[src/include/capture_defs.svh]
`ifndef CAPTURE_DEFS_SVH
`define CAPTURE_DEFS_SVH

// route fields inside control_word, lower half select in the low nibble
`define ROUTE_LOWER_LSB 0
`define ROUTE_UPPER_LSB 4
`define ROUTE_WIDTH     2

`endif
[src/hdl/fmc150_capture_pkg.sv]
package fmc150_capture_pkg;

  // width of the cycle and sample counters
  // must stay 32 so a count fills one half of a stream word
  parameter int COUNT_WIDTH = 32;

  // one ADC or DAC sample, i on top as in the FMC150 data path
  typedef struct packed {
    logic [15:0] i;  // in-phase
    logic [15:0] q;  // quadrature
  } iq_sample_t;

  // 64-bit word as it leaves on the stream
  // stamp words carry cycle count above, sample count below
  typedef struct packed {
    logic [31:0] upper;
    logic [31:0] lower;
  } stream_word_t;

  // what fills one half of a sample word
  typedef enum logic [1:0] {
    route_adc_iq       = 2'd0,  // raw ADC pair
    route_dac_iq       = 2'd1,  // DAC pair, loopback view
    route_sample_count = 2'd2,  // accepted-sample counter
    route_cycle_count  = 2'd3   // free-running clock counter
  } route_sel_t;

endpackage

[src/hdl/frame_stream_if.sv]
`timescale 1ns/100ps

// framed words from frame_builder into stream_fifo
interface frame_stream_if;

  fmc150_capture_pkg::stream_word_t word;  // header, sample or trailer
  logic last;   // set on the trailer only
  logic valid;
  logic ready;  // low only while the fifo is full

  modport source (
    output word, last, valid,
    input  ready
  );

  modport sink (
    input  word, last, valid,
    output ready
  );

endinterface

[src/hdl/fmc150_capture_top.sv]
`timescale 1ns/100ps
`include "capture_defs.svh"

// ADC capture path: gate, frame builder and output fifo
module fmc150_capture_top #(
  parameter int DDS_LATENCY = 2,   // settle cycles after enable drop or chirp
  parameter int FIFO_DEPTH  = 64
) (
  input  logic                             clk_245_76MHz,
  input  logic                             cpu_reset,
  input  fmc150_capture_pkg::iq_sample_t   adc_iq,
  input  fmc150_capture_pkg::iq_sample_t   dac_iq,
  input  logic                             sample_valid,
  input  logic                             adc_enable,
  input  logic                             chirp_init,
  input  logic [7:0]                       control_word,  // route fields
  input  logic                             axis_tready,
  output fmc150_capture_pkg::stream_word_t axis_tdata,
  output logic                             axis_tvalid,
  output logic                             axis_tlast
);

  fmc150_capture_pkg::route_sel_t route_upper;
  fmc150_capture_pkg::route_sel_t route_lower;
  logic capture_on;
  logic frame_first;
  logic frame_last;

  frame_stream_if frame_bus ();

  // split control_word into the two half selects
  assign route_upper = fmc150_capture_pkg::route_sel_t'(
                         control_word[`ROUTE_UPPER_LSB +: `ROUTE_WIDTH]);
  assign route_lower = fmc150_capture_pkg::route_sel_t'(
                         control_word[`ROUTE_LOWER_LSB +: `ROUTE_WIDTH]);

  capture_gate #(
    .DDS_LATENCY (DDS_LATENCY)
  ) i_capture_gate (
    .clk_245_76MHz (clk_245_76MHz),
    .cpu_reset     (cpu_reset),
    .adc_enable    (adc_enable),
    .chirp_init    (chirp_init),
    .capture_on    (capture_on),
    .frame_first   (frame_first),
    .frame_last    (frame_last)
  );

  frame_builder i_frame_builder (
    .clk_245_76MHz (clk_245_76MHz),
    .cpu_reset     (cpu_reset),
    .adc_iq        (adc_iq),
    .dac_iq        (dac_iq),
    .sample_valid  (sample_valid),
    .route_upper   (route_upper),
    .route_lower   (route_lower),
    .capture_on    (capture_on),
    .frame_first   (frame_first),
    .frame_last    (frame_last),
    .frame_bus     (frame_bus.source)
  );

  stream_fifo #(
    .FIFO_DEPTH (FIFO_DEPTH)
  ) i_stream_fifo (
    .clk_245_76MHz (clk_245_76MHz),
    .cpu_reset     (cpu_reset),
    .frame_bus     (frame_bus.sink),
    .stream_tdata  (axis_tdata),
    .stream_tlast  (axis_tlast),
    .stream_tvalid (axis_tvalid),
    .stream_tready (axis_tready)
  );

endmodule

[src/hdl/stream_fifo.sv]
`timescale 1ns/100ps

// synchronous fifo between frame_builder and the output stream
module stream_fifo #(
  parameter int FIFO_DEPTH = 64  // power of two
) (
  input  logic                             clk_245_76MHz,
  input  logic                             cpu_reset,
  frame_stream_if.sink                     frame_bus,
  output fmc150_capture_pkg::stream_word_t stream_tdata,
  output logic                             stream_tlast,
  output logic                             stream_tvalid,
  input  logic                             stream_tready
);

  localparam int ADDR_WIDTH = $clog2(FIFO_DEPTH);

  fmc150_capture_pkg::stream_word_t word_mem [FIFO_DEPTH];
  logic                             last_mem [FIFO_DEPTH];  // tlast beside each word

  logic [ADDR_WIDTH-1:0] wr_ptr;
  logic [ADDR_WIDTH-1:0] rd_ptr;
  logic [ADDR_WIDTH:0]   fill;  // occupancy, one bit wider to reach full
  logic                  push;
  logic                  pop;

  assign frame_bus.ready = (fill != (ADDR_WIDTH + 1)'(FIFO_DEPTH));  // low only when full
  assign stream_tvalid   = (fill != '0);

  assign push = frame_bus.valid & frame_bus.ready;
  assign pop  = stream_tvalid & stream_tready;

  // head of the queue read straight from the array
  // so a word written into an empty fifo shows on the next cycle
  assign stream_tdata = word_mem[rd_ptr];
  assign stream_tlast = last_mem[rd_ptr];

  always_ff @(posedge clk_245_76MHz) begin
    if (push) begin
      word_mem[wr_ptr] <= frame_bus.word;
      last_mem[wr_ptr] <= frame_bus.last;
    end
  end

  // pointers wrap on their own, depth is a power of two
  always_ff @(posedge clk_245_76MHz) begin
    if (cpu_reset) begin
      wr_ptr <= '0;
      rd_ptr <= '0;
      fill   <= '0;
    end else begin
      if (push)
        wr_ptr <= wr_ptr + 1'b1;
      if (pop)
        rd_ptr <= rd_ptr + 1'b1;
      case ({push, pop})
        2'b10:   fill <= fill + 1'b1;
        2'b01:   fill <= fill - 1'b1;
        default: fill <= fill;  // both or neither
      endcase
    end
  end

endmodule

[src/hdl/frame_builder.sv]
`timescale 1ns/100ps

// forms header, sample and trailer words for the stream fifo
module frame_builder (
  input  logic                            clk_245_76MHz,
  input  logic                            cpu_reset,
  input  fmc150_capture_pkg::iq_sample_t  adc_iq,
  input  fmc150_capture_pkg::iq_sample_t  dac_iq,
  input  logic                            sample_valid,  // no ready toward the ADC
  input  fmc150_capture_pkg::route_sel_t  route_upper,
  input  fmc150_capture_pkg::route_sel_t  route_lower,
  input  logic                            capture_on,
  input  logic                            frame_first,
  input  logic                            frame_last,
  frame_stream_if.source                  frame_bus
);

  logic [fmc150_capture_pkg::COUNT_WIDTH-1:0] cycle_count;   // every clock since reset
  logic [fmc150_capture_pkg::COUNT_WIDTH-1:0] sample_count;  // accepted samples only

  fmc150_capture_pkg::stream_word_t stamp_word;
  fmc150_capture_pkg::stream_word_t sample_word;
  fmc150_capture_pkg::stream_word_t hold_word;  // refused stamp parked here

  logic hold_valid;
  logic hold_last;
  logic hold_load;
  logic stamp_req;
  logic sample_sel;
  logic accept;

  // picks one 32-bit half by its route select
  function automatic logic [31:0] route_pick(
    input fmc150_capture_pkg::route_sel_t sel,
    input fmc150_capture_pkg::iq_sample_t adc,
    input fmc150_capture_pkg::iq_sample_t dac,
    input logic [31:0]                    samples,
    input logic [31:0]                    cycles
  );
    case (sel)
      fmc150_capture_pkg::route_adc_iq:       return adc;
      fmc150_capture_pkg::route_dac_iq:       return dac;
      fmc150_capture_pkg::route_sample_count: return samples;
      default:                                return cycles;
    endcase
  endfunction

  assign stamp_req  = frame_first | frame_last;
  // stamps and a parked word win, samples in those cycles are dropped
  assign sample_sel = ~hold_valid & ~stamp_req & capture_on & sample_valid;

  assign stamp_word.upper  = cycle_count;
  assign stamp_word.lower  = sample_count;
  assign sample_word.upper = route_pick(route_upper, adc_iq, dac_iq, sample_count, cycle_count);
  assign sample_word.lower = route_pick(route_lower, adc_iq, dac_iq, sample_count, cycle_count);

  // word onto the bus in the same cycle it is formed
  always_comb begin
    if (hold_valid) begin
      frame_bus.word  = hold_word;
      frame_bus.last  = hold_last;
      frame_bus.valid = 1'b1;  // held until taken
    end else if (stamp_req) begin
      frame_bus.word  = stamp_word;
      frame_bus.last  = frame_last;  // trailer closes the frame
      frame_bus.valid = 1'b1;
    end else begin
      frame_bus.word  = sample_word;
      frame_bus.last  = 1'b0;
      frame_bus.valid = sample_sel;
    end
  end

  assign accept = frame_bus.valid & frame_bus.ready;

  // park a stamp that could not go out now
  // a parked word leaving frees the slot for a stamp in the same cycle
  assign hold_load = stamp_req & (hold_valid ? accept : ~frame_bus.ready);

  always_ff @(posedge clk_245_76MHz) begin
    if (cpu_reset) begin
      cycle_count  <= '0;
      sample_count <= '0;
    end else begin
      cycle_count <= cycle_count + 1'b1;  // wraps freely
      if (accept && sample_sel)
        sample_count <= sample_count + 1'b1;  // refused samples not counted
    end
  end

  always_ff @(posedge clk_245_76MHz) begin
    if (cpu_reset)
      hold_valid <= 1'b0;
    else if (hold_load)
      hold_valid <= 1'b1;
    else if (accept)
      hold_valid <= 1'b0;
  end

  // payload of the parked stamp
  always_ff @(posedge clk_245_76MHz) begin
    if (hold_load) begin
      hold_word <= stamp_word;
      hold_last <= frame_last;
    end
  end

endmodule

[src/hdl/capture_gate.sv]
`timescale 1ns/100ps

// opens and closes capture bursts once the DDS has settled
module capture_gate #(
  parameter int DDS_LATENCY = 2  // 1..15, fits the 4-bit settle counter
) (
  input  logic clk_245_76MHz,
  input  logic cpu_reset,
  input  logic adc_enable,
  input  logic chirp_init,
  output logic capture_on,   // level, burst open
  output logic frame_first,  // pulse, header slot
  output logic frame_last    // pulse, trailer slot
);

  logic       enable_q;    // adc_enable one cycle late
  logic [3:0] settle_cnt;  // DDS latency countdown
  logic       settled;

  assign settled = (settle_cnt == 4'd0);

  // enable register and capture level
  always_ff @(posedge clk_245_76MHz) begin
    if (cpu_reset) begin
      enable_q   <= 1'b0;
      capture_on <= 1'b0;
    end else begin
      enable_q <= adc_enable;
      if (settled)
        capture_on <= enable_q;  // only follows once the counter is idle
    end
  end

  // settle counter
  // reloads on a new chirp or on the falling edge of the enable
  always_ff @(posedge clk_245_76MHz) begin
    if (cpu_reset) begin
      settle_cnt <= 4'd0;
    end else if (chirp_init) begin
      settle_cnt <= 4'(DDS_LATENCY);
    end else if (enable_q && !adc_enable) begin
      settle_cnt <= 4'(DDS_LATENCY);  // enable just dropped
    end else if (!settled) begin
      settle_cnt <= settle_cnt - 4'd1;
    end
  end

  // header pulse lands in the same cycle capture_on rises
  always_ff @(posedge clk_245_76MHz) begin
    if (cpu_reset)
      frame_first <= 1'b0;
    else
      frame_first <= settled & enable_q & ~capture_on;
  end

  // trailer in the last cycle capture_on is still high
  // cannot meet frame_first, the counter is reloaded right after a drop
  assign frame_last = settled & capture_on & ~enable_q;

endmodule

[config.mk]
export PLATFORM = sky130hd
export DESIGN_NAME = fmc150_capture_top
export DESIGN_NICKNAME = d
export VERILOG_FILES = /design/src/hdl/fmc150_capture_pkg.sv /design/src/hdl/frame_stream_if.sv /design/src/hdl/fmc150_capture_top.sv /design/src/hdl/stream_fifo.sv /design/src/hdl/frame_builder.sv /design/src/hdl/capture_gate.sv
export VERILOG_INCLUDE_DIRS = /design/src /design/src/include
export SDC_FILE = /design/constraint.sdc
export NUM_CORES = 2
export LEC_CHECK = 0
export CAP_MARGIN = 20
export CORE_ASPECT_RATIO = 0.5
export CORE_MARGIN = 3
export CORE_UTILIZATION = 30
export CTS_CLUSTER_DIAMETER = 120
export DETAILED_ROUTE_END_ITERATION = 8
export DONT_BUFFER_PORTS = 1
export GPL_ROUTABILITY_DRIVEN = 0
export PLACE_DENSITY_LB_ADDON = 0.1
export SLEW_MARGIN = 20
export SYNTH_ARGS = -nofsm -noshare
export SYNTH_HDL_FRONTEND = slang
export SYNTH_HIERARCHICAL = 1
export SYNTH_MEMORY_MAX_BITS = 65536
export SYNTH_SLANG_ARGS = --single-unit
[constraint.sdc]
create_clock -name clk_245_76MHz -period 9.75 [get_ports clk_245_76MHz]
set_input_delay 1.4625 -clock clk_245_76MHz [delete_from_list [all_inputs] [get_ports clk_245_76MHz]]
set_output_delay 1.4625 -clock clk_245_76MHz [all_outputs]
set_load 0.1 [all_outputs]
Word level (Yosys, flattened, before mapping)
Memories as Yosys holds them, arrays and structs flattened. A register that Yosys moved wholly into a read port is not among the register bits.
Index checks and enable logic that the tools add are counted.
- bitwise logic cells: 16
- reduce and logical (&&, ||, !) cells: 10
- equal/unequal tests: 8
- shift operators: 0
- multiply operators: 0
- magnitude comparators: 0
- div/mod/pow operators: 0
- muxes and demuxes: 21
- add/subtract/negate cells: 7
- operators with widths (cell ; number):
    $pmux 32 s3 ; 2
    $mux 64 ; 2
    $add 32x1->32 const B ; 2
    $mux 6 ; 4
    $pmux 7 s2 ; 1
    $add 6x1->6 const B ; 2
    $and 1x1->1 ; 10
    $mux 1 ; 9
    $add 7x1->7 const B ; 1
    $ne 7x7->1 const B ; 1
    $reduce_bool 7->1 ; 1
    $sub 7x1->7 const B ; 1
    $eq 2x1->1 const B ; 3
    $eq 2x2->1 const B ; 3
    $mux 2 ; 3
    $not 1->1 ; 5
    $logic_not 2->1 ; 2
    $logic_not 4->1 ; 1
    $reduce_bool 2->1 ; 2
    $sub 4x1->4 const B ; 1
    $ne 3x3->1 const B ; 1
    $reduce_or 3->1 ; 1
    $logic_and 1x1->1 ; 2
    $logic_not 1->1 ; 1
    $or 1x1->1 ; 1
- latch bits: 0
- memories kept: 2
- bits in registers: 156
- logic and storage cells: 78
- output and inout bits: 66
- bits in writable memories: 4160
- bits in read-only memories: 0
- bits of input ports: 78
- memories (name ; words ; width ; read ports ; clocked after memory_dff ; write ports ; line ; RTL):
    i_stream_fifo.word_mem ; 64 ; 64 ; 1 ; 1 ; 1 ; stream_fifo.sv:18 ; fmc150_capture_pkg::stream_word_t word_mem [FIFO_DEPTH];
    i_stream_fifo.last_mem ; 64 ; 1 ; 1 ; 1 ; 1 ; stream_fifo.sv:19 ; logic last_mem [FIFO_DEPTH];

Longest topological paths before layout
- depth after elaboration: 14
- mapped depth: 18
- mapped depth without buffers: 15

Cells and area by module
Netlist, hierarchy kept.
- by module, submodules not included (module ; cells an instance ; instances ; area an instance (µm²) ; sequential area each (µm²)):
    stream_fifo ; 6763 ; 1 ; 158475.7 ; 125420.3
    frame_builder ; 786 ; 1 ; 7861.3 ; 3253.1
    capture_gate ; 25 ; 1 ; 274.0 ; 140.1

Worst setup path before layout
Ideal clock, no wire load.
- path type: flip-flop to flip-flop
- start point: register i_capture_gate.settle_cnt[0]
- end point: register i_frame_builder.hold_last, enable pin
- clock period less this slack: 6.898 ns
- required time: 9.182 ns
- library setup time: 0.568 ns
- stages on the path, launching flop included: 7
- data arrival time: 6.330 ns
- buffers on the path: 2
- path slack: 2.852 ns
- cells stage by stage: dfxtp_1 -> or4_4 -> nor3b_2 -> nor2_1 -> clkbuf_1 -> clkbuf_1 -> nor3_1
- cells in the longest elaborated chain, start to end: 13
- RTL lines (item ; line ; RTL):
    from (decl) ; capture_gate.sv:17 ; logic [3:0] settle_cnt;
    from (signal assigned) ; capture_gate.sv:40 ; settle_cnt <= 4'(DDS_LATENCY);
    from (signal assigned) ; capture_gate.sv:42 ; settle_cnt <= 4'(DDS_LATENCY);
    from (signal assigned) ; capture_gate.sv:44 ; settle_cnt <= settle_cnt - 4'd1;
    $logic_not 4->1 (*) ; capture_gate.sv:20 ; assign settled = (settle_cnt == 4'd0);
    $and 1x1->1 (*) (2 in series) ; capture_gate.sv:58 ; assign frame_last = settled & capture_on & ~enable_q;
    net frame_last ; fmc150_capture_top.sv:27 ; logic frame_last;
    $or 1x1->1 (*) ; frame_builder.sv:48 ; assign stamp_req = frame_first | frame_last;
    $not 1->1 ; frame_builder.sv:50 ; assign sample_sel = ~hold_valid & ~stamp_req & capture_on & sample_valid;
    $and 1x1->1 (3 in series) ; frame_builder.sv:50 ;
    $mux 1 ; frame_builder.sv:63 ; end else if (stamp_req) begin
    $mux 1 ; frame_builder.sv:59 ; if (hold_valid) begin
    $and 1x1->1 ; frame_builder.sv:74 ; assign accept = frame_bus.valid & frame_bus.ready;
    $mux 1 ; frame_builder.sv:78 ; assign hold_load = stamp_req & (hold_valid ? accept : ~frame_bus.ready);
    $and 1x1->1 (*) ; frame_builder.sv:78 ;
    net i_frame_builder.hold_load ; frame_builder.sv:27 ; logic hold_load;
    to (signal assigned) ; frame_builder.sv:104 ; hold_last <= frame_last;
    to (decl) ; frame_builder.sv:26 ; logic hold_last;
Mark *: on every way through the listed nets, which the timed path passes. The rest lies on a longest branch.
A chain may end at the register's enable or synchronous reset.

==> results.txt <==
The top-level port count was 144; the number of max-slew violations in the final report was 0. The type of the worst setup path was register to output pin. Dividing total power by cell area gives a power density of 225 nW/um^2.

Summed over all layers, the routed wires come to 555 mm. The logs give 19.2% for the global routing usage summed across all routing layers and 0 for the number of hold buffers added after cts. In the final layout, the share of cells above drive strength 1 is 26.9%. By area the synthesized netlist is led by edfxtp_1 (76%), mux4_2 (14%), mux2i_1 (1.3%), dfxtp_1 (1.2%), a221oi_1 (0.71%). Setup repair after global routing left no endpoint under its margin. On the final layout, the worst clock skew is 0.0618 ns. Walking the worst path, the cells encountered are buf_4 > buf_4 > buf_4 > mux4_2 > o221ai_1 > a21oi_1 > o211a_1. Synthesis produced 7,574 cells.

Dividing the final minimum period by the clock period gives 74.3%. The run gives 51,013 as the count of filler cells inserted in the layout. For this block, the via count after detailed routing is 82,257. Detailed placement finished with a half-perimeter wire length of 300 mm. The via count of the first global-routing pass is 83,188, and the mean number of vias per cell is 5.27. Along the worst path, the maximum fanout reaches 48. Cell with the largest stage delay on the worst path: dfxtp_4.

After the first detailed-routing iteration, the DRC count stood at 8,571. The class of the most critical hold timing path is register to register. The design draws 43.1 mW. The tree is rooted in a clkbuf_16. CTS built an H-tree with a depth of 5. The fmax was 0.138 GHz; the number of hold violations in the final report was 0. Kind of end point of the critical path: an output pin. The worst pin sits at a relative slew slack of 19.3%. The actual slew at the worst max-slew pin came out at 1.21 ns. Leaving out fill and tap cells, the most frequent cells in the layout are edfxtp_1 (4,225), mux4_2 (1,047), clkbuf_16 (429), buf_4 (284), mux2i_1 (217). Across the run, the number of max-cap violations was 0.

STA puts the critical path data required time at 8.29 ns. Summing every instance area after synthesis gives 167,000 sq um. For this configuration, the core starts out at a cell density of 30.3%.

The clock period could shrink to 7.24 ns. The kind of cell with the highest combined delay along the critical path is buffers and inverters. Of the post-synthesis cell area, the dominant cell type holds 76.1%. The netlist uses 64 different library cells. The number of clock sinks is 4,322. In the final layout, the multi-input gates occupy 37,100 sq um. The average cell area after synthesis is 22.0 sq um, and the summed negative setup slack over all endpoints is 0 ns.

The die outline area is 565,000 sq um, and the horizontal die dimension is 1.06 mm. The post-CTS resize count was 0. The critical path contains buffers and inverters numbering 3 combined.

The most common library cell in the layout ignoring fill and taps is edfxtp_1. For this run, asynchronously set or reset flops after synthesis account for 0%. For the worst-skew pair, the clock arrives at the later sink with an insertion delay of 1.02 ns. Across the VDD grid, the largest voltage drop is 0.150 mV. The area taken by flip-flops and latches is 129,000 sq um, and the floorplan die height is 533 um.

The number of antenna violations at the first check in global routing is 35, and the arrival time at the worst endpoint is 5.78 ns. The total area inside the core boundary comes to 550,000 sq um. Nature of the critical path startpoint: a register. At the end of the flow, the number of nets in the layout was 7,943.

TritonCTS created 422 clock buffers. TritonCTS built the clock tree. Once the clock tree was built, the setup fixing pass inserted 0 buffers. The maximum number of pins on one net before global-route repair came out at 106.

Leftover overflow at the end of global routing: 0. On the worst path, the slowest cell contributes a delay of 0.85 ns. Setup violations remaining at the end of the flow were counted as 0. The clock slew at the register clock pins of the worst setup and hold paths is 0.06 ns, and the remaining number of nets flagged by the antenna check after routing is 0. The largest total area in the synthesized netlist belongs to edfxtp_1.

The number of buffers between clock root and the deepest sink was 4. In the final routed layout, each cell accounts on average for 35.6 um. The DRC violation count after routing was 0. The run finished with clean final reports. Counting stages on the worst path, the most repeated cell is buf_4. After floorplanning, the core was divided into 192 placement rows. The pre-antenna-repair detailed-routing pass consisted of 8 iterations.

The count of state elements after synthesis is 4,322. For this run, the number of Yosys warnings is 6. The first global-routing pass estimated 748 mm of wire. For this run, the leading register cell type out of synthesis is edfxtp_1. In this run, synthesis inferred 4,225 flip-flops with an integrated enable. Share of synthesized area occupied by flip-flops and latches: 77.3%. The count of buffers added on input and output ports is 0. Synthesis produced a netlist with a net count of 7,659. For this design the static power due to leakage is 57.2 nW. The area growth from synthesis to layout works out to 15.0%.
==> sequential cells by signal, indices dropped and copies added (netlist names), named ones only <==
register and flops:
i_stream_fifo/rd_ptr 6, i_capture_gate/settle_cnt 4, i_capture_gate/frame_first 1, i_stream_fifo/wr_ptr 6, i_frame_builder/hold_last 1, i_stream_fifo/fill 7, i_frame_builder/hold_word 64, i_frame_builder/hold_valid 1
i_frame_builder/cycle_count 32, i_capture_gate/enable_q 1, i_capture_gate/capture_on 1, i_stream_fifo/word_mem 4096, i_frame_builder/sample_count 32, i_stream_fifo/last_mem 64
==> logic make-up after synthesis <==
family / share of synthesized area, %
xor+xnor: 0.179
flops: 77.3
simple gates: 1.57
mux: 15.8
compound gates: 3.67
fa+ha+maj: 0.0526
buf+inv: 1.41
==> report_power, final <==
part	leakage [nW]	switching, mW	internal, mW	total [mW]
logic	11.5	3.68	2.24	5.92
registers	39.2	0.0856	20.9	20.9
clock network	6.52	7.31	8.90	16.2
total	57.2	11.1	32.0	43.1
==> cell type report <==
class                      instances  area share [%]
antenna                           19          0.0248
clock buffer                     524            5.82
inverter                          12          0.0235
tap                             7372            4.82
multi-input combinational       2776            19.4
sequential                      4322            67.3
timing repair buffer             324            1.53
clock inverter                   262            1.14
==> cell usage after synthesis (12+ instances only) <==
cell type	number
xor2_1	27
o21ai_0	121
a21o_1	33
inv_1	12
a22o_1	70
a211oi_1	38
nor3_1	27
nand4_1	27
buf_6	18
and2_1	13
a21oi_1	214
o31ai_1	21
a221oi_1	135
nand2_1	106
o221ai_1	93
buf_4	75
nand2b_1	14
nand3_1	23
buf_2	121
o211a_1	21
clkbuf_1	208
buf_1	41
edfxtp_1	4225
nor2b_1	27
mux2i_1	217
o22ai_1	118
or4_1	22
mux2_2	48
mux4_2	1047
dfxtp_1	97
nor2_1	217
==> routing by layer <==
metal / GRT usage [%] / up-vias / share of wire [%]
li1: - / 33023 / -
met1: 28.6 / 46348 / 47
met2: 30.3 / 2305 / 46
met3: 2.53 / 581 / 4.9
met4: 3.62 / 0 / 1.9
met5: 0 / - / 0
==> tightest hold or removal path: stages (launching register included) <==
cell and delay, ns:
dfxtp_1 0.33, nand2_1 0.06, a21oi_1 0.06
==> path summary, 6_finish.rpt <==
check	start	endpoint	slack [ns]	depth (start not counted)
worst max-delay path	register	axis_tdata[1]	2.51	7
worst min-delay path	i_capture_gate/settle_cnt[3]	i_capture_gate/settle_cnt[2]	0.49	2
worst max register to register	i_capture_gate/settle_cnt[0]	i_stream_fifo/word_mem[59][42]	3.66	10
worst min register to register	i_capture_gate/settle_cnt[3]	i_capture_gate/settle_cnt[2]	0.49	2
==> metrics by stage <==
| step | instance area (sq um) | hold slack [ns] | utilization [%] | instances | setup WS (ns) |
|---|---|---|---|---|---|
| after detailed placement | 178000 | 0.485 | 32.4 | 14806 | 3.58 |
| after floorplan | 167000 | 0.403 | - | 7574 | 2.85 |
| final | 192000 | 0.490 | 34.8 | 15611 | 2.51 |
| after global routing | 192000 | 0.458 | 34.8 | 15609 | 2.35 |
| after CTS | 191000 | 0.428 | 34.8 | 15592 | 2.43 |
| after global placement | 178000 | 0.490 | 32.4 | 14804 | 3.58 |
(Power assumes the default switching activity.)
